===== src/hw/id_pkg.sv =====
package id_pkg;

    // ####################
    // widths and registers
    // ####################
    localparam int XLEN   = 32;
    localparam int REG_AW = 5;
    localparam int IMM_W  = 16;

    localparam logic [REG_AW-1:0] LINK_REG = 5'd31;
    localparam logic [REG_AW-1:0] ZERO_REG = 5'd0;

    // ####################
    // instruction fields
    // ####################
    typedef enum logic [5:0] {
        OP_SPECIAL = 6'h00, OP_REGIMM = 6'h01, OP_J     = 6'h02, OP_JAL   = 6'h03,
        OP_BEQ     = 6'h04, OP_BNE    = 6'h05, OP_BLEZ  = 6'h06, OP_BGTZ  = 6'h07,
        OP_ADDI    = 6'h08, OP_ADDIU  = 6'h09, OP_SLTI  = 6'h0a, OP_SLTIU = 6'h0b,
        OP_ANDI    = 6'h0c, OP_ORI    = 6'h0d, OP_XORI  = 6'h0e, OP_LUI   = 6'h0f,
        OP_LW      = 6'h23, OP_SW     = 6'h2b
    } opcode_e;

    typedef enum logic [5:0] {
        FN_SLL  = 6'h00, FN_SRL  = 6'h02, FN_SRA  = 6'h03, FN_SLLV = 6'h04,
        FN_SRLV = 6'h06, FN_SRAV = 6'h07, FN_JR   = 6'h08, FN_JALR = 6'h09,
        FN_ADD  = 6'h20, FN_ADDU = 6'h21, FN_SUB  = 6'h22, FN_SUBU = 6'h23,
        FN_AND  = 6'h24, FN_OR   = 6'h25, FN_XOR  = 6'h26, FN_NOR  = 6'h27,
        FN_SLT  = 6'h2a, FN_SLTU = 6'h2b
    } funct_e;

    // rt field under REGIMM
    typedef enum logic [4:0] {
        RI_BLTZ = 5'h00, RI_BGEZ = 5'h01, RI_BLTZAL = 5'h10, RI_BGEZAL = 5'h11
    } regimm_e;

    // ####################
    // operations for EX
    // ####################
    typedef enum logic [7:0] {
        ALU_NOP   = 8'h00, ALU_AND    = 8'h01, ALU_OR     = 8'h02, ALU_XOR   = 8'h03,
        ALU_NOR   = 8'h04, ALU_ADD    = 8'h05, ALU_ADDU   = 8'h06, ALU_SUB   = 8'h07,
        ALU_SUBU  = 8'h08, ALU_SLT    = 8'h09, ALU_SLTU   = 8'h0a, ALU_SLL   = 8'h0b,
        ALU_SRL   = 8'h0c, ALU_SRA    = 8'h0d, ALU_SLLV   = 8'h0e, ALU_SRLV  = 8'h0f,
        ALU_SRAV  = 8'h10, ALU_ANDI   = 8'h11, ALU_ORI    = 8'h12, ALU_XORI  = 8'h13,
        ALU_ADDI  = 8'h14, ALU_ADDIU  = 8'h15, ALU_SLTI   = 8'h16, ALU_SLTIU = 8'h17,
        ALU_LUI   = 8'h18, ALU_LW     = 8'h19, ALU_SW     = 8'h1a, ALU_BEQ   = 8'h1b,
        ALU_BNE   = 8'h1c, ALU_BGTZ   = 8'h1d, ALU_BLEZ   = 8'h1e, ALU_BGEZ  = 8'h1f,
        ALU_BLTZ  = 8'h20, ALU_BGEZAL = 8'h21, ALU_BLTZAL = 8'h22, ALU_J     = 8'h23,
        ALU_JAL   = 8'h24, ALU_JR     = 8'h25, ALU_JALR   = 8'h26
    } aluop_e;

    typedef enum logic [3:0] {
        BR_NONE     = 4'h0,
        BR_EQ       = 4'h1,
        BR_NE       = 4'h2,
        BR_GTZ      = 4'h3,
        BR_LEZ      = 4'h4,
        BR_GEZ      = 4'h5,
        BR_LTZ      = 4'h6,
        BR_JUMP_IMM = 4'h7,
        BR_JUMP_REG = 4'h8
    } br_kind_e;

endpackage

===== src/hw/id_ctrl_if.sv =====
`timescale 1ns/1ps

// decoded control from the decoder to the branch unit and ID/EX register
interface id_ctrl_if;
    id_pkg::aluop_e                 aluop;
    logic                           wr_en;
    logic [id_pkg::REG_AW-1:0]      wr_addr;
    logic                           mem_to_reg;
    logic                           ram_we;
    logic                           link;
    id_pkg::br_kind_e               br_kind;

    modport dec (
        output aluop, wr_en, wr_addr, mem_to_reg, ram_we, link, br_kind
    );
    modport br (
        input br_kind, link
    );
    // ID/EX register side
    modport regs (
        input aluop, wr_en, wr_addr, mem_to_reg, ram_we, link
    );
endinterface


===== src/hw/id_stage.sv =====
`timescale 1ns/1ps

module id_stage (
    input  logic                      clk,
    input  logic                      reset_i,
    input  logic [id_pkg::XLEN-1:0]   pc_i,
    input  logic [id_pkg::XLEN-1:0]   inst_i,
    input  logic [id_pkg::XLEN-1:0]   rs_data_i,
    input  logic [id_pkg::XLEN-1:0]   rt_data_i,
    input  logic                      ex_wr_en_i,
    input  logic [id_pkg::REG_AW-1:0] ex_wr_addr_i,
    input  logic [id_pkg::XLEN-1:0]   ex_wr_data_i,
    input  logic                      ex_mem_to_reg_i,
    input  logic                      mem_wr_en_i,
    input  logic [id_pkg::REG_AW-1:0] mem_wr_addr_i,
    input  logic [id_pkg::XLEN-1:0]   mem_wr_data_i,
    input  logic                      now_in_delayslot_i,
    output logic [id_pkg::XLEN-1:0]   ex_pc_o,
    output id_pkg::aluop_e            ex_aluop_o,
    output logic [id_pkg::XLEN-1:0]   ex_rs_data_o,
    output logic [id_pkg::XLEN-1:0]   ex_rt_data_o,
    output logic [id_pkg::IMM_W-1:0]  ex_imm16_o,
    output logic                      ex_wr_en_o,
    output logic [id_pkg::REG_AW-1:0] ex_wr_addr_o,
    output logic                      ex_mem_to_reg_o,
    output logic                      ex_ram_we_o,
    output logic [id_pkg::XLEN-1:0]   ex_link_addr_o,
    output logic                      ex_in_delayslot_o,
    output logic                      stall_o,
    output logic                      branch_enable_o,
    output logic [id_pkg::XLEN-1:0]   branch_addr_o,
    output logic                      next_in_delayslot_o
);

    logic                    rs_re;
    logic                    rt_re;
    logic [id_pkg::XLEN-1:0] rs_val;
    logic [id_pkg::XLEN-1:0] rt_val;
    logic [id_pkg::XLEN-1:0] link_addr;

    id_ctrl_if ctrl_if ();

    inst_decoder u_dec (
        .inst_i  (inst_i),
        .ctrl    (ctrl_if),
        .rs_re_o (rs_re),
        .rt_re_o (rt_re)
    );

    operand_select u_opsel (
        .inst_i          (inst_i),
        .rs_re_i         (rs_re),
        .rt_re_i         (rt_re),
        .rs_data_i       (rs_data_i),
        .rt_data_i       (rt_data_i),
        .ex_wr_en_i      (ex_wr_en_i),
        .ex_wr_addr_i    (ex_wr_addr_i),
        .ex_wr_data_i    (ex_wr_data_i),
        .ex_mem_to_reg_i (ex_mem_to_reg_i),
        .mem_wr_en_i     (mem_wr_en_i),
        .mem_wr_addr_i   (mem_wr_addr_i),
        .mem_wr_data_i   (mem_wr_data_i),
        .rs_val_o        (rs_val),
        .rt_val_o        (rt_val),
        .stall_o         (stall_o)
    );

    branch_unit u_br (
        .pc_i                (pc_i),
        .inst_i              (inst_i),
        .ctrl                (ctrl_if),
        .rs_val_i            (rs_val),
        .rt_val_i            (rt_val),
        .stall_i             (stall_o),
        .branch_enable_o     (branch_enable_o),
        .branch_addr_o       (branch_addr_o),
        .next_in_delayslot_o (next_in_delayslot_o),
        .link_addr_o         (link_addr)
    );

    id_ex_reg u_idex (
        .clk                (clk),
        .reset_i            (reset_i),
        .stall_i            (stall_o),
        .ctrl               (ctrl_if),
        .pc_i               (pc_i),
        .inst_i             (inst_i),
        .rs_val_i           (rs_val),
        .rt_val_i           (rt_val),
        .link_addr_i        (link_addr),
        .now_in_delayslot_i (now_in_delayslot_i),
        .ex_pc_o            (ex_pc_o),
        .ex_aluop_o         (ex_aluop_o),
        .ex_rs_data_o       (ex_rs_data_o),
        .ex_rt_data_o       (ex_rt_data_o),
        .ex_imm16_o         (ex_imm16_o),
        .ex_wr_en_o         (ex_wr_en_o),
        .ex_wr_addr_o       (ex_wr_addr_o),
        .ex_mem_to_reg_o    (ex_mem_to_reg_o),
        .ex_ram_we_o        (ex_ram_we_o),
        .ex_link_addr_o     (ex_link_addr_o),
        .ex_in_delayslot_o  (ex_in_delayslot_o)
    );

endmodule


===== src/hw/id_ex_reg.sv =====
`timescale 1ns/1ps

module id_ex_reg (
    input  logic                      clk,
    input  logic                      reset_i,
    input  logic                      stall_i,
    id_ctrl_if.regs                   ctrl,
    input  logic [id_pkg::XLEN-1:0]   pc_i,
    input  logic [id_pkg::XLEN-1:0]   inst_i,
    input  logic [id_pkg::XLEN-1:0]   rs_val_i,
    input  logic [id_pkg::XLEN-1:0]   rt_val_i,
    input  logic [id_pkg::XLEN-1:0]   link_addr_i,
    input  logic                      now_in_delayslot_i,
    output logic [id_pkg::XLEN-1:0]   ex_pc_o,
    output id_pkg::aluop_e            ex_aluop_o,
    output logic [id_pkg::XLEN-1:0]   ex_rs_data_o,
    output logic [id_pkg::XLEN-1:0]   ex_rt_data_o,
    output logic [id_pkg::IMM_W-1:0]  ex_imm16_o,
    output logic                      ex_wr_en_o,
    output logic [id_pkg::REG_AW-1:0] ex_wr_addr_o,
    output logic                      ex_mem_to_reg_o,
    output logic                      ex_ram_we_o,
    output logic [id_pkg::XLEN-1:0]   ex_link_addr_o,
    output logic                      ex_in_delayslot_o
);

    // bubble on reset and on load-use stall
    always_ff @(posedge clk) begin
        if (!reset_i || stall_i) begin
            ex_pc_o           <= '0;
            ex_aluop_o        <= id_pkg::ALU_NOP;
            ex_rs_data_o      <= '0;
            ex_rt_data_o      <= '0;
            ex_imm16_o        <= '0;
            ex_wr_en_o        <= 1'b0;
            ex_wr_addr_o      <= id_pkg::ZERO_REG;
            ex_mem_to_reg_o   <= 1'b0;
            ex_ram_we_o       <= 1'b0;
            ex_link_addr_o    <= '0;
            ex_in_delayslot_o <= 1'b0;
        end else begin
            ex_pc_o           <= pc_i;
            ex_aluop_o        <= ctrl.aluop;
            ex_rs_data_o      <= rs_val_i;
            ex_rt_data_o      <= rt_val_i;
            ex_imm16_o        <= inst_i[id_pkg::IMM_W-1:0];
            ex_wr_en_o        <= ctrl.wr_en;
            ex_wr_addr_o      <= ctrl.wr_addr;
            ex_mem_to_reg_o   <= ctrl.mem_to_reg;
            ex_ram_we_o       <= ctrl.ram_we;
            // EX selects this as the result of a linking instruction
            ex_link_addr_o    <= ctrl.link ? link_addr_i : '0;
            ex_in_delayslot_o <= now_in_delayslot_i;
        end
    end

endmodule


===== src/hw/branch_unit.sv =====
`timescale 1ns/1ps

module branch_unit (
    input  logic [id_pkg::XLEN-1:0] pc_i,
    input  logic [id_pkg::XLEN-1:0] inst_i,
    id_ctrl_if.br                   ctrl,
    input  logic [id_pkg::XLEN-1:0] rs_val_i,
    input  logic [id_pkg::XLEN-1:0] rt_val_i,
    input  logic                    stall_i,
    output logic                    branch_enable_o,
    output logic [id_pkg::XLEN-1:0] branch_addr_o,
    output logic                    next_in_delayslot_o,
    output logic [id_pkg::XLEN-1:0] link_addr_o
);

    logic [id_pkg::XLEN-1:0] pc_add4;
    logic [id_pkg::XLEN-1:0] pc_add8;
    logic [id_pkg::XLEN-1:0] rel_target;
    logic [id_pkg::XLEN-1:0] jmp_target;
    logic [id_pkg::XLEN-1:0] target;
    logic                    rs_zero;
    logic                    rs_neg;
    logic                    cond;

    assign pc_add4    = pc_i + id_pkg::XLEN'(4);
    assign pc_add8    = pc_i + id_pkg::XLEN'(8);
    assign rel_target = pc_add4 + {{14{inst_i[15]}}, inst_i[15:0], 2'b00};
    assign jmp_target = {pc_add4[31:28], inst_i[25:0], 2'b00};
    assign rs_zero    = (rs_val_i == '0);
    assign rs_neg     = rs_val_i[id_pkg::XLEN-1];

    always_comb begin
        cond   = 1'b0;
        target = rel_target;
        case (ctrl.br_kind)
            id_pkg::BR_EQ:  cond = (rs_val_i == rt_val_i);
            id_pkg::BR_NE:  cond = (rs_val_i != rt_val_i);
            id_pkg::BR_GTZ: cond = !rs_neg && !rs_zero;
            id_pkg::BR_LEZ: cond = rs_neg || rs_zero;
            id_pkg::BR_GEZ: cond = !rs_neg;
            id_pkg::BR_LTZ: cond = rs_neg;
            id_pkg::BR_JUMP_IMM: begin
                cond   = 1'b1;
                target = jmp_target;
            end
            id_pkg::BR_JUMP_REG: begin
                cond   = 1'b1;
                target = rs_val_i;
            end
            default: ;
        endcase
    end

    // redirect waits until the operands are real
    assign branch_enable_o     = cond && !stall_i;
    assign branch_addr_o       = branch_enable_o ? target : '0;
    assign next_in_delayslot_o = (ctrl.br_kind != id_pkg::BR_NONE);
    assign link_addr_o         = ctrl.link ? pc_add8 : '0;

endmodule


===== src/hw/operand_select.sv =====
`timescale 1ns/1ps

module operand_select (
    input  logic [id_pkg::XLEN-1:0]   inst_i,
    input  logic                      rs_re_i,
    input  logic                      rt_re_i,
    input  logic [id_pkg::XLEN-1:0]   rs_data_i,
    input  logic [id_pkg::XLEN-1:0]   rt_data_i,
    input  logic                      ex_wr_en_i,
    input  logic [id_pkg::REG_AW-1:0] ex_wr_addr_i,
    input  logic [id_pkg::XLEN-1:0]   ex_wr_data_i,
    input  logic                      ex_mem_to_reg_i,
    input  logic                      mem_wr_en_i,
    input  logic [id_pkg::REG_AW-1:0] mem_wr_addr_i,
    input  logic [id_pkg::XLEN-1:0]   mem_wr_data_i,
    output logic [id_pkg::XLEN-1:0]   rs_val_o,
    output logic [id_pkg::XLEN-1:0]   rt_val_o,
    output logic                      stall_o
);

    logic [id_pkg::REG_AW-1:0] rs;
    logic [id_pkg::REG_AW-1:0] rt;

    assign rs = inst_i[25:21];
    assign rt = inst_i[20:16];

    // EX data beats MEM data and an unread source is zero
    function automatic logic [id_pkg::XLEN-1:0] fwd(
        input logic                      re,
        input logic [id_pkg::REG_AW-1:0] src,
        input logic [id_pkg::XLEN-1:0]   rf_data
    );
        if (!re)
            return '0;
        if (ex_wr_en_i && ex_wr_addr_i == src)
            return ex_wr_data_i;
        if (mem_wr_en_i && mem_wr_addr_i == src)
            return mem_wr_data_i;
        return rf_data;
    endfunction

    always_comb begin
        rs_val_o = fwd(rs_re_i, rs, rs_data_i);
        rt_val_o = fwd(rt_re_i, rt, rt_data_i);
    end

    // load in EX cannot be forwarded yet
    assign stall_o = ex_mem_to_reg_i &&
                     ((rs_re_i && ex_wr_addr_i == rs) || (rt_re_i && ex_wr_addr_i == rt));

endmodule


===== src/hw/inst_decoder.sv =====
`timescale 1ns/1ps

module inst_decoder (
    input  logic [id_pkg::XLEN-1:0] inst_i,
    id_ctrl_if.dec                  ctrl,
    output logic                    rs_re_o,
    output logic                    rt_re_o
);

    id_pkg::opcode_e           op;
    id_pkg::funct_e            fn;
    id_pkg::regimm_e           ri;
    logic [id_pkg::REG_AW-1:0] rs;
    logic [id_pkg::REG_AW-1:0] rt;
    logic [id_pkg::REG_AW-1:0] rd;
    id_pkg::aluop_e            aluop;

    assign op = id_pkg::opcode_e'(inst_i[31:26]);
    assign fn = id_pkg::funct_e'(inst_i[5:0]);
    assign ri = id_pkg::regimm_e'(inst_i[20:16]);
    assign rs = inst_i[25:21];
    assign rt = inst_i[20:16];
    assign rd = inst_i[15:11];

    // ####################
    // opcode to operation
    // ####################
    always_comb begin
        aluop = id_pkg::ALU_NOP;
        case (op)
            id_pkg::OP_SPECIAL: begin
                case (fn)
                    id_pkg::FN_AND:  aluop = id_pkg::ALU_AND;
                    id_pkg::FN_OR:   aluop = id_pkg::ALU_OR;
                    id_pkg::FN_XOR:  aluop = id_pkg::ALU_XOR;
                    id_pkg::FN_NOR:  aluop = id_pkg::ALU_NOR;
                    id_pkg::FN_ADD:  aluop = id_pkg::ALU_ADD;
                    id_pkg::FN_ADDU: aluop = id_pkg::ALU_ADDU;
                    id_pkg::FN_SUB:  aluop = id_pkg::ALU_SUB;
                    id_pkg::FN_SUBU: aluop = id_pkg::ALU_SUBU;
                    id_pkg::FN_SLT:  aluop = id_pkg::ALU_SLT;
                    id_pkg::FN_SLTU: aluop = id_pkg::ALU_SLTU;
                    id_pkg::FN_SLLV: aluop = id_pkg::ALU_SLLV;
                    id_pkg::FN_SRLV: aluop = id_pkg::ALU_SRLV;
                    id_pkg::FN_SRAV: aluop = id_pkg::ALU_SRAV;
                    // immediate shifts need rs field zero
                    id_pkg::FN_SLL:  if (rs == id_pkg::ZERO_REG) aluop = id_pkg::ALU_SLL;
                    id_pkg::FN_SRL:  if (rs == id_pkg::ZERO_REG) aluop = id_pkg::ALU_SRL;
                    id_pkg::FN_SRA:  if (rs == id_pkg::ZERO_REG) aluop = id_pkg::ALU_SRA;
                    id_pkg::FN_JR: begin
                        if (rt == id_pkg::ZERO_REG && rd == id_pkg::ZERO_REG)
                            aluop = id_pkg::ALU_JR;
                    end
                    id_pkg::FN_JALR: if (rt == id_pkg::ZERO_REG) aluop = id_pkg::ALU_JALR;
                    default: ;
                endcase
            end
            id_pkg::OP_REGIMM: begin
                case (ri)
                    id_pkg::RI_BLTZ:   aluop = id_pkg::ALU_BLTZ;
                    id_pkg::RI_BGEZ:   aluop = id_pkg::ALU_BGEZ;
                    id_pkg::RI_BLTZAL: aluop = id_pkg::ALU_BLTZAL;
                    id_pkg::RI_BGEZAL: aluop = id_pkg::ALU_BGEZAL;
                    default: ;
                endcase
            end
            id_pkg::OP_J:     aluop = id_pkg::ALU_J;
            id_pkg::OP_JAL:   aluop = id_pkg::ALU_JAL;
            id_pkg::OP_BEQ:   aluop = id_pkg::ALU_BEQ;
            id_pkg::OP_BNE:   aluop = id_pkg::ALU_BNE;
            id_pkg::OP_BLEZ:  aluop = id_pkg::ALU_BLEZ;
            id_pkg::OP_BGTZ:  aluop = id_pkg::ALU_BGTZ;
            id_pkg::OP_ADDI:  aluop = id_pkg::ALU_ADDI;
            id_pkg::OP_ADDIU: aluop = id_pkg::ALU_ADDIU;
            id_pkg::OP_SLTI:  aluop = id_pkg::ALU_SLTI;
            id_pkg::OP_SLTIU: aluop = id_pkg::ALU_SLTIU;
            id_pkg::OP_ANDI:  aluop = id_pkg::ALU_ANDI;
            id_pkg::OP_ORI:   aluop = id_pkg::ALU_ORI;
            id_pkg::OP_XORI:  aluop = id_pkg::ALU_XORI;
            id_pkg::OP_LUI:   aluop = id_pkg::ALU_LUI;
            id_pkg::OP_LW:    aluop = id_pkg::ALU_LW;
            id_pkg::OP_SW:    aluop = id_pkg::ALU_SW;
            default: ;
        endcase
    end

    // ####################
    // operation to control
    // ####################
    always_comb begin
        ctrl.aluop      = aluop;
        ctrl.wr_en      = 1'b0;
        ctrl.wr_addr    = id_pkg::ZERO_REG;
        ctrl.mem_to_reg = 1'b0;
        ctrl.ram_we     = 1'b0;
        ctrl.link       = 1'b0;
        ctrl.br_kind    = id_pkg::BR_NONE;
        rs_re_o         = 1'b0;
        rt_re_o         = 1'b0;
        case (aluop)
            id_pkg::ALU_AND, id_pkg::ALU_OR, id_pkg::ALU_XOR, id_pkg::ALU_NOR,
            id_pkg::ALU_ADD, id_pkg::ALU_ADDU, id_pkg::ALU_SUB, id_pkg::ALU_SUBU,
            id_pkg::ALU_SLT, id_pkg::ALU_SLTU, id_pkg::ALU_SLLV, id_pkg::ALU_SRLV,
            id_pkg::ALU_SRAV: begin
                ctrl.wr_en   = 1'b1;
                ctrl.wr_addr = rd;
                rs_re_o      = 1'b1;
                rt_re_o      = 1'b1;
            end
            id_pkg::ALU_SLL, id_pkg::ALU_SRL, id_pkg::ALU_SRA: begin
                ctrl.wr_en   = 1'b1;
                ctrl.wr_addr = rd;
                rt_re_o      = 1'b1;
            end
            id_pkg::ALU_ANDI, id_pkg::ALU_ORI, id_pkg::ALU_XORI, id_pkg::ALU_ADDI,
            id_pkg::ALU_ADDIU, id_pkg::ALU_SLTI, id_pkg::ALU_SLTIU, id_pkg::ALU_LW: begin
                ctrl.wr_en      = 1'b1;
                ctrl.wr_addr    = rt;
                ctrl.mem_to_reg = (aluop == id_pkg::ALU_LW);
                rs_re_o         = 1'b1;
            end
            id_pkg::ALU_LUI: begin
                ctrl.wr_en   = 1'b1;
                ctrl.wr_addr = rt;
            end
            id_pkg::ALU_SW: begin
                ctrl.ram_we = 1'b1;
                rs_re_o     = 1'b1;
                rt_re_o     = 1'b1;
            end
            id_pkg::ALU_BEQ, id_pkg::ALU_BNE: begin
                ctrl.br_kind = (aluop == id_pkg::ALU_BEQ) ? id_pkg::BR_EQ : id_pkg::BR_NE;
                rs_re_o      = 1'b1;
                rt_re_o      = 1'b1;
            end
            id_pkg::ALU_BGTZ: begin
                ctrl.br_kind = id_pkg::BR_GTZ;
                rs_re_o      = 1'b1;
            end
            id_pkg::ALU_BLEZ: begin
                ctrl.br_kind = id_pkg::BR_LEZ;
                rs_re_o      = 1'b1;
            end
            id_pkg::ALU_BGEZ, id_pkg::ALU_BGEZAL: begin
                ctrl.br_kind = id_pkg::BR_GEZ;
                rs_re_o      = 1'b1;
            end
            id_pkg::ALU_BLTZ, id_pkg::ALU_BLTZAL: begin
                ctrl.br_kind = id_pkg::BR_LTZ;
                rs_re_o      = 1'b1;
            end
            id_pkg::ALU_J, id_pkg::ALU_JAL: ctrl.br_kind = id_pkg::BR_JUMP_IMM;
            id_pkg::ALU_JR, id_pkg::ALU_JALR: begin
                ctrl.br_kind = id_pkg::BR_JUMP_REG;
                rs_re_o      = 1'b1;
            end
            default: ;
        endcase

        // linking forms write the return address to register 31 or to jalr's rd
        if (aluop == id_pkg::ALU_JAL || aluop == id_pkg::ALU_BGEZAL ||
            aluop == id_pkg::ALU_BLTZAL || aluop == id_pkg::ALU_JALR) begin
            ctrl.link    = 1'b1;
            ctrl.wr_en   = 1'b1;
            ctrl.wr_addr = (aluop == id_pkg::ALU_JALR) ? rd : id_pkg::LINK_REG;
        end
    end

endmodule


===== config.mk =====
export PLATFORM = sky130hd
export DESIGN_NAME = id_stage
export DESIGN_NICKNAME = d
export VERILOG_FILES = /design/src/hw/id_pkg.sv /design/src/hw/id_ctrl_if.sv /design/src/hw/id_stage.sv /design/src/hw/id_ex_reg.sv /design/src/hw/branch_unit.sv /design/src/hw/operand_select.sv /design/src/hw/inst_decoder.sv
export SDC_FILE = /design/constraint.sdc
export NUM_CORES = 1
export LEC_CHECK = 0
export BUFFER_PORTS_ARGS = -buffer_cell sky130_fd_sc_hd__buf_2
export CORE_MARGIN = 1.5
export CORE_UTILIZATION = 46
export CTS_CLUSTER_DIAMETER = 30
export DETAILED_ROUTE_END_ITERATION = 12
export PLACE_DENSITY = 0.86
export REMOVE_ABC_BUFFERS = 1
export SKIP_CTS_REPAIR_TIMING = 1
export SYNTH_ARGS = -nofsm -noshare
export SYNTH_HDL_FRONTEND = slang
export SYNTH_SLANG_ARGS = --single-unit

===== constraint.sdc =====
create_clock -name clk -period 4.5 [get_ports clk]
set_input_delay 0.45 -clock clk [delete_from_list [all_inputs] [get_ports clk]]
set_output_delay 0.45 -clock clk [all_outputs]
set_load 0.005 [all_outputs]

# Yosys cells after proc, flatten, opt, wreduce, memory -nomap -nowiden
# Index checks and enable logic that the tools add are counted.
totals:
  out_inout_bits: 196
  ff_bits: 161
classes:
  muxes: 44
  n_reduce_logical: 41
  bitwise: 2
  addsub: 3
  n_eq_ne: 89
op_table:
  columns: ["op", "n"]
  rows:
  - ["two-way mux 32 bit", 13]
  - ["one-hot mux 8 bit (18 select lines)", 2]
  - ["equality test 8 x 5 -> 1 bit (second input constant)", 16]
  - ["equality test 6 bit (second input constant)", 12]
  - ["equality test 8 x 4 -> 1 bit (second input constant)", 8]
  - ["one-hot mux 32 bit (2 select lines)", 1]
  - ["equality test 6 x 4 -> 1 bit (second input constant)", 10]
  - ["equality test 8 x 6 -> 1 bit (second input constant)", 7]
  - ["equality test 6 x 3 -> 1 bit (second input constant)", 7]
  - ["adder 32 x 3 -> 32 bit (second input constant)", 1]
  - ["adder 32 bit", 1]
  - ["adder 32 x 4 -> 32 bit (second input constant)", 1]
  - ["equality test 32 bit", 1]
  - ["equality test 8 x 3 -> 1 bit (second input constant)", 4]
  - ["logical NOT 32 bit", 1]
  - ["inequality test 32 bit", 1]
  - ["OR reduction 32 bit", 1]
  - ["one-hot mux 4 bit (7 select lines)", 1]
  - ["OR reduction 25 bit", 1]
  - ["equality test 6 x 2 -> 1 bit (second input constant)", 4]
  - ["one-hot mux 6 bit (4 select lines)", 1]
  - ["equality test 5 bit", 4]
  - ["OR reduction 19 bit", 1]
  - ["equality test 4 x 3 -> 1 bit (second input constant)", 4]
  - ["other kinds (26)", 76]

# Depth between registers and ports, before layout
logic_depth:
  depth_word: 20
  ltp_mapped: 20
  ltp_nobuf: 20

# By module
# Synthesis repeated with hierarchy kept, for this count alone.
hier_totals:
  hier_cells: 1596
  area_unflattened_um2: 12704.7
by_module_without_submodules:
  columns: ["mod", "n_inst", "cells_per_inst", "area_per_inst_um2", "seq_area_each_um2"]
  rows:
  - ["id_ex_reg", 1, 360, 4897.2, 3223.1]
  - ["branch_unit", 1, 621, 4149.0, 0.0]
  - ["operand_select", 1, 417, 2456.1, 0.0]
  - ["inst_decoder", 1, 198, 1202.4, 0.0]

# Least setup slack after synthesis
# OpenSTA, ideal clock, no wires.
synth_timing:
  path_type: "input-to-output"
  start: "input pc_i[5] in the netlist's numbering"
  end: "output branch_addr_o[30] in the netlist's numbering"
  arrival_ns: 4.516
  path_buffers: 2
  stages: 19
  t_required_ns: 4.050
  slack_ns: -0.466
  cell_sequence: "clkbuf_1 and4_1 clkbuf_1 nand2_1 nor2_1 xor2_1 ha_1 nand4_1 nor2_1 o21a_1 o31a_1 o41ai_1 o2111ai_1 a2111oi_0 nor2_1 o41ai_1 nor4bb_1 o21ai_1 a21oi_1"
synth_via:
  elab_chain_cells: 4
synth_lines:
  columns: ["item", "line_no", "source"]
  rows:
  - ["start, declared", "id_stage.sv:6", "input logic [id_pkg::XLEN-1:0] pc_i,"]
  - ["adder 32 x 3 -> 32 bit (*)", "branch_unit.sv:25", "assign pc_add4 = pc_i + id_pkg::XLEN'(4);"]
  - ["adder 32 bit", "branch_unit.sv:27", "assign rel_target = pc_add4 + {{14{inst_i[15]}}, inst_i[15:0], 2'b00};"]
  - ["one-hot mux 32 bit (2 select lines) (*)", "branch_unit.sv:35", "case (ctrl.br_kind)"]
  - ["two-way mux 32 bit (*)", "branch_unit.sv:56", "assign branch_addr_o = branch_enable_o ? target : '0;"]
  - ["end, declared", "id_stage.sv:31", "output logic [id_pkg::XLEN-1:0] branch_addr_o,"]
# Every way passes the cells marked *; elsewhere a longest branch is shown, timed or not.

# Worst setup path after layout
layout_timing:
  start: "input ex_wr_addr_i[4] in the netlist's numbering"
  end: "output branch_addr_o[31] in the netlist's numbering"
layout_via:
  elab_chain_cells: 13
  elab_cells_between_ends: 34
  cone_classes: "4 x eq/ne; 17 x mux; 13 x reduce/logical"
layout_lines:
  columns: ["item", "line_no", "source"]
  rows:
  - ["start, declared", "id_stage.sv:11", "input logic [id_pkg::REG_AW-1:0] ex_wr_addr_i,"]
  - ["equality test 5 bit", "operand_select.sv:35, operand_select.sv:49", null]
  - ["logical AND 1 bit", "operand_select.sv:35", "if (ex_wr_en_i && ex_wr_addr_i == src)"]
  - ["two-way mux 32 bit", "operand_select.sv:35", null]
  - ["two-way mux 32 bit", "operand_select.sv:37", "if (mem_wr_en_i && mem_wr_addr_i == src)"]
  - ["two-way mux 32 bit", "operand_select.sv:39", "return rf_data;"]
  - ["two-way mux 32 bit", "operand_select.sv:37", null]
  - ["two-way mux 32 bit", "operand_select.sv:35", null]
  - ["logical NOT 32 bit", "branch_unit.sv:29", "assign rs_zero = (rs_val_i == '0);"]
  - ["logical NOT 1 bit", "branch_unit.sv:38", "id_pkg::BR_GTZ: cond = !rs_neg && !rs_zero;"]
  - ["logical AND 1 bit", "branch_unit.sv:38", null]
  - ["one-hot mux 1 bit (7 select lines)", "branch_unit.sv:35", null]
  - ["logical AND 1 bit", "branch_unit.sv:55", "assign branch_enable_o = cond && !stall_i;"]
  - ["two-way mux 32 bit (*)", "branch_unit.sv:56", null]
# Every way passes the cells marked *; elsewhere a longest branch is shown, timed or not. The select of a mux whose other input is x is not followed.

==> metrics.txt <==
Hold Path Depth=2; PortBufs=~400; Post-synth EDFFs=0; Pleak=between 0.008 and 0.009 µW; layout cells sized above 1=approximately 44%; type of origin of the critical path=input pin; Seq cells post-synth=between 150 and 200; Synth-to-Final Area Change=60.1%; worst hold slack=around 0.24 ns; Synth top area share=between 20 and 30%; Setup TNS=-13.80 ns; Netlist cell types=91; most frequent cell after synthesis=nor2_1; Critical Path End Type=primary output; first-pass GRT wire length=82.9 mm; top cells by area, synth=dfxtp_1 28%, nor2_1 6.1%, and3_1 5.9%; DRC viols=0; global-route usage over all layers=41.5%; CTS tree=built; VDD IR-drop max=around 0.22 mV; Final Util=74.8%; DRT antenna net count=0; die span in x=between 150 and 200 µm; Yosys top cell by area=dfxtp_1; vias per cell=between 6 and 7; # rows=57; sequential fraction of the synthesis area=28.1%; crit path max fanout=14; Final Hold Vio Count=0; WL met3=between 8 and 9 mm; vias in the first global route=~15k; top_reg_cell synth=dfxtp_1; starting density of the core=46.7%; MaxCap Viol Count=0; slowest cell on the critical path=nor3_1; failing checks=negative setup slack; area occupied by multi-input gates=roughly 8600 µm²; Post-Route M1 WL=between 20 and 25 mm; core area=~24,000 µm²; DR iter-0 viols=between 2k and 2.5k; Slew @ Worst Pin=about 0.81 ns; worst path bufs/invs=9; Top Layer Used=met5; CTS Buffer Depth=2; setup slack after layout=-0.480 ns; CTS Root Cell=clkbuf_16; GP Congestion=around 0.98; Crit path arrival time=4.53 ns; met2 WL=~26 mm; crit path kind=in2out; fillers=1,818; full die area=about 26,000 µm²; status=finished with violations; ys async rst share=0%; FMAX=0.201 GHz; GRT Residual Overflow=0; critical path's most frequent cell=buf_4; CP top delay family=simple AND/OR/NAND/NOR gates; Final HPWL DP=around 43 mm; post-layout min period=roughly 5.0 ns; Crit path depth=22; Crit path required time=slightly above 4 ns; Post-Syn Area=roughly 11,000 µm²; CTS sink count=approximately 160; Register Area=between 3000 and 4000 µm²; endpoints failing setup=33; pin count of the biggest net entering global routing=50; unrepaired setup endpoints after global routing=true; top cells by count, synth=185 x nor2_1, 159 x dfxtp_1, 112 x nand2_1, 107 x and3_1, 87 x o21ai_0; drt total wl=~60 mm; Largest stage delay, worst path=between 0.6 and 0.7 ns; nets=approximately 2.5k; Final Max Tran Viols=0; pwr dens=about 260 nW/µm²; Syn Inst Count=1,530; CP cell instances=buf_12 -> xor2_4 -> or3b_4 -> or2_4 -> buf_6 -> buf_4 -> a31oi_2 -> buf_4 -> nor2b_2 -> nand3b_1 -> nand2_1 -> nor3_1 -> a2111oi_4 -> nand4_1 -> buf_4 -> nor4_4 -> buf_4 -> nor3_4 -> buf_6 -> clkbuf_16 -> a31oi_1 -> buf_2; H-tree Lvls=4; Pre-Repair DR Iteration Count=10; Routed WL per cell=roughly 23 µm; Clock Pin Slew Worst Setup and Hold Paths=0.07 ns; Ys Warns=0; max_slew headroom=a little under half; Die Span Y=roughly 160 µm; Tcrit/Tclk final=111%; CTS buffer count=17; I/O pins=approximately 400; syn_area_per_cell=between 7 and 8 µm²; Vias=16.3k; Hold Path Class=in2reg; antenna violations before repair=2
state kept, by name, indices dropped and copies added, names as in the netlist, 5 cells and up:
name	count
u_idex.ex_aluop_o	6
u_idex.ex_link_addr_o	32
u_idex.ex_wr_addr_o	5
u_idex.ex_pc_o	32
u_idex.ex_rt_data_o	32
u_idex.ex_rs_data_o	32
u_idex.ex_imm16_o	16
placed cells by master, fill, tap and decap left out, types with 47 or more instances in the layout:
master,synthesis,routed
nand2_1,112,111
o21ai_0,87,70
nand3_1,81,78
xnor2_1,70,67
nor2_1,185,164
a21oi_1,68,47
buf_4,5,365
and3_1,107,105
buf_2,23,387
nor3_1,80,67
dfxtp_1,159,159
cell families after synthesis:
family,Yosys count,share of synthesized area (%)
AND/OR/NAND/NOR,694,30.9
adder cells (fa/ha/maj),33,3.69
flip-flops,159,28.1
other,1,0.0331
multiplexers,6,0.530
XOR/XNOR,112,8.66
AO/OA/AOI/OAI,386,22.9
buffers and inverters,139,5.22
power breakdown:
| part | switching [µW] | leakage, µW | total [µW] | internal [µW] |
|---|---|---|---|---|
| sequential | 21.0 | 0.00130 | 1500 | 1480 |
| clock | 730 | 0.000288 | 1520 | 786 |
| combinational | 968 | 0.00693 | 1740 | 776 |
| total | 1720 | 0.00852 | 4760 | 3040 |
per-stage QoR:
step	worst slack, ns	cells	total power, µW	area [µm²]
floorplan	-0.955	1414	2160	10800
global placement	-0.471	2504	2980	16200
global route	-0.637	2564	4880	18100
finish	-0.480	2566	4760	18100
detailed placement	-0.591	2504	3000	16200
CTS	-0.630	2536	4480	16700
layer usage:
layer | GRT usage (%) | up-vias
met5 | 0 | -
met4 | 20.1 | 4
met3 | 10.8 | 359
met2 | 65.1 | 1413
met1 | 53.0 | 7549
li1 | - | 6982
path summary, 6_finish.rpt:
kind,end,slack (ns),from
worst max-delay path,branch_addr_o[31],-0.48,ex_wr_addr_i[4]
worst min-delay path,u_idex.ex_in_delayslot_o,0.24,now_in_delayslot_i
layout make-up:
type	count	area share (%)
clock buffer	18	2.37
timing repair buffer	791	29.2
clock inverter	14	0.834
sequential	159	17.5
inverter	22	0.469
antenna	3	0.0414
multi-input combinational	1235	47.3
tap	324	2.23
(Power assumes the default switching activity.)
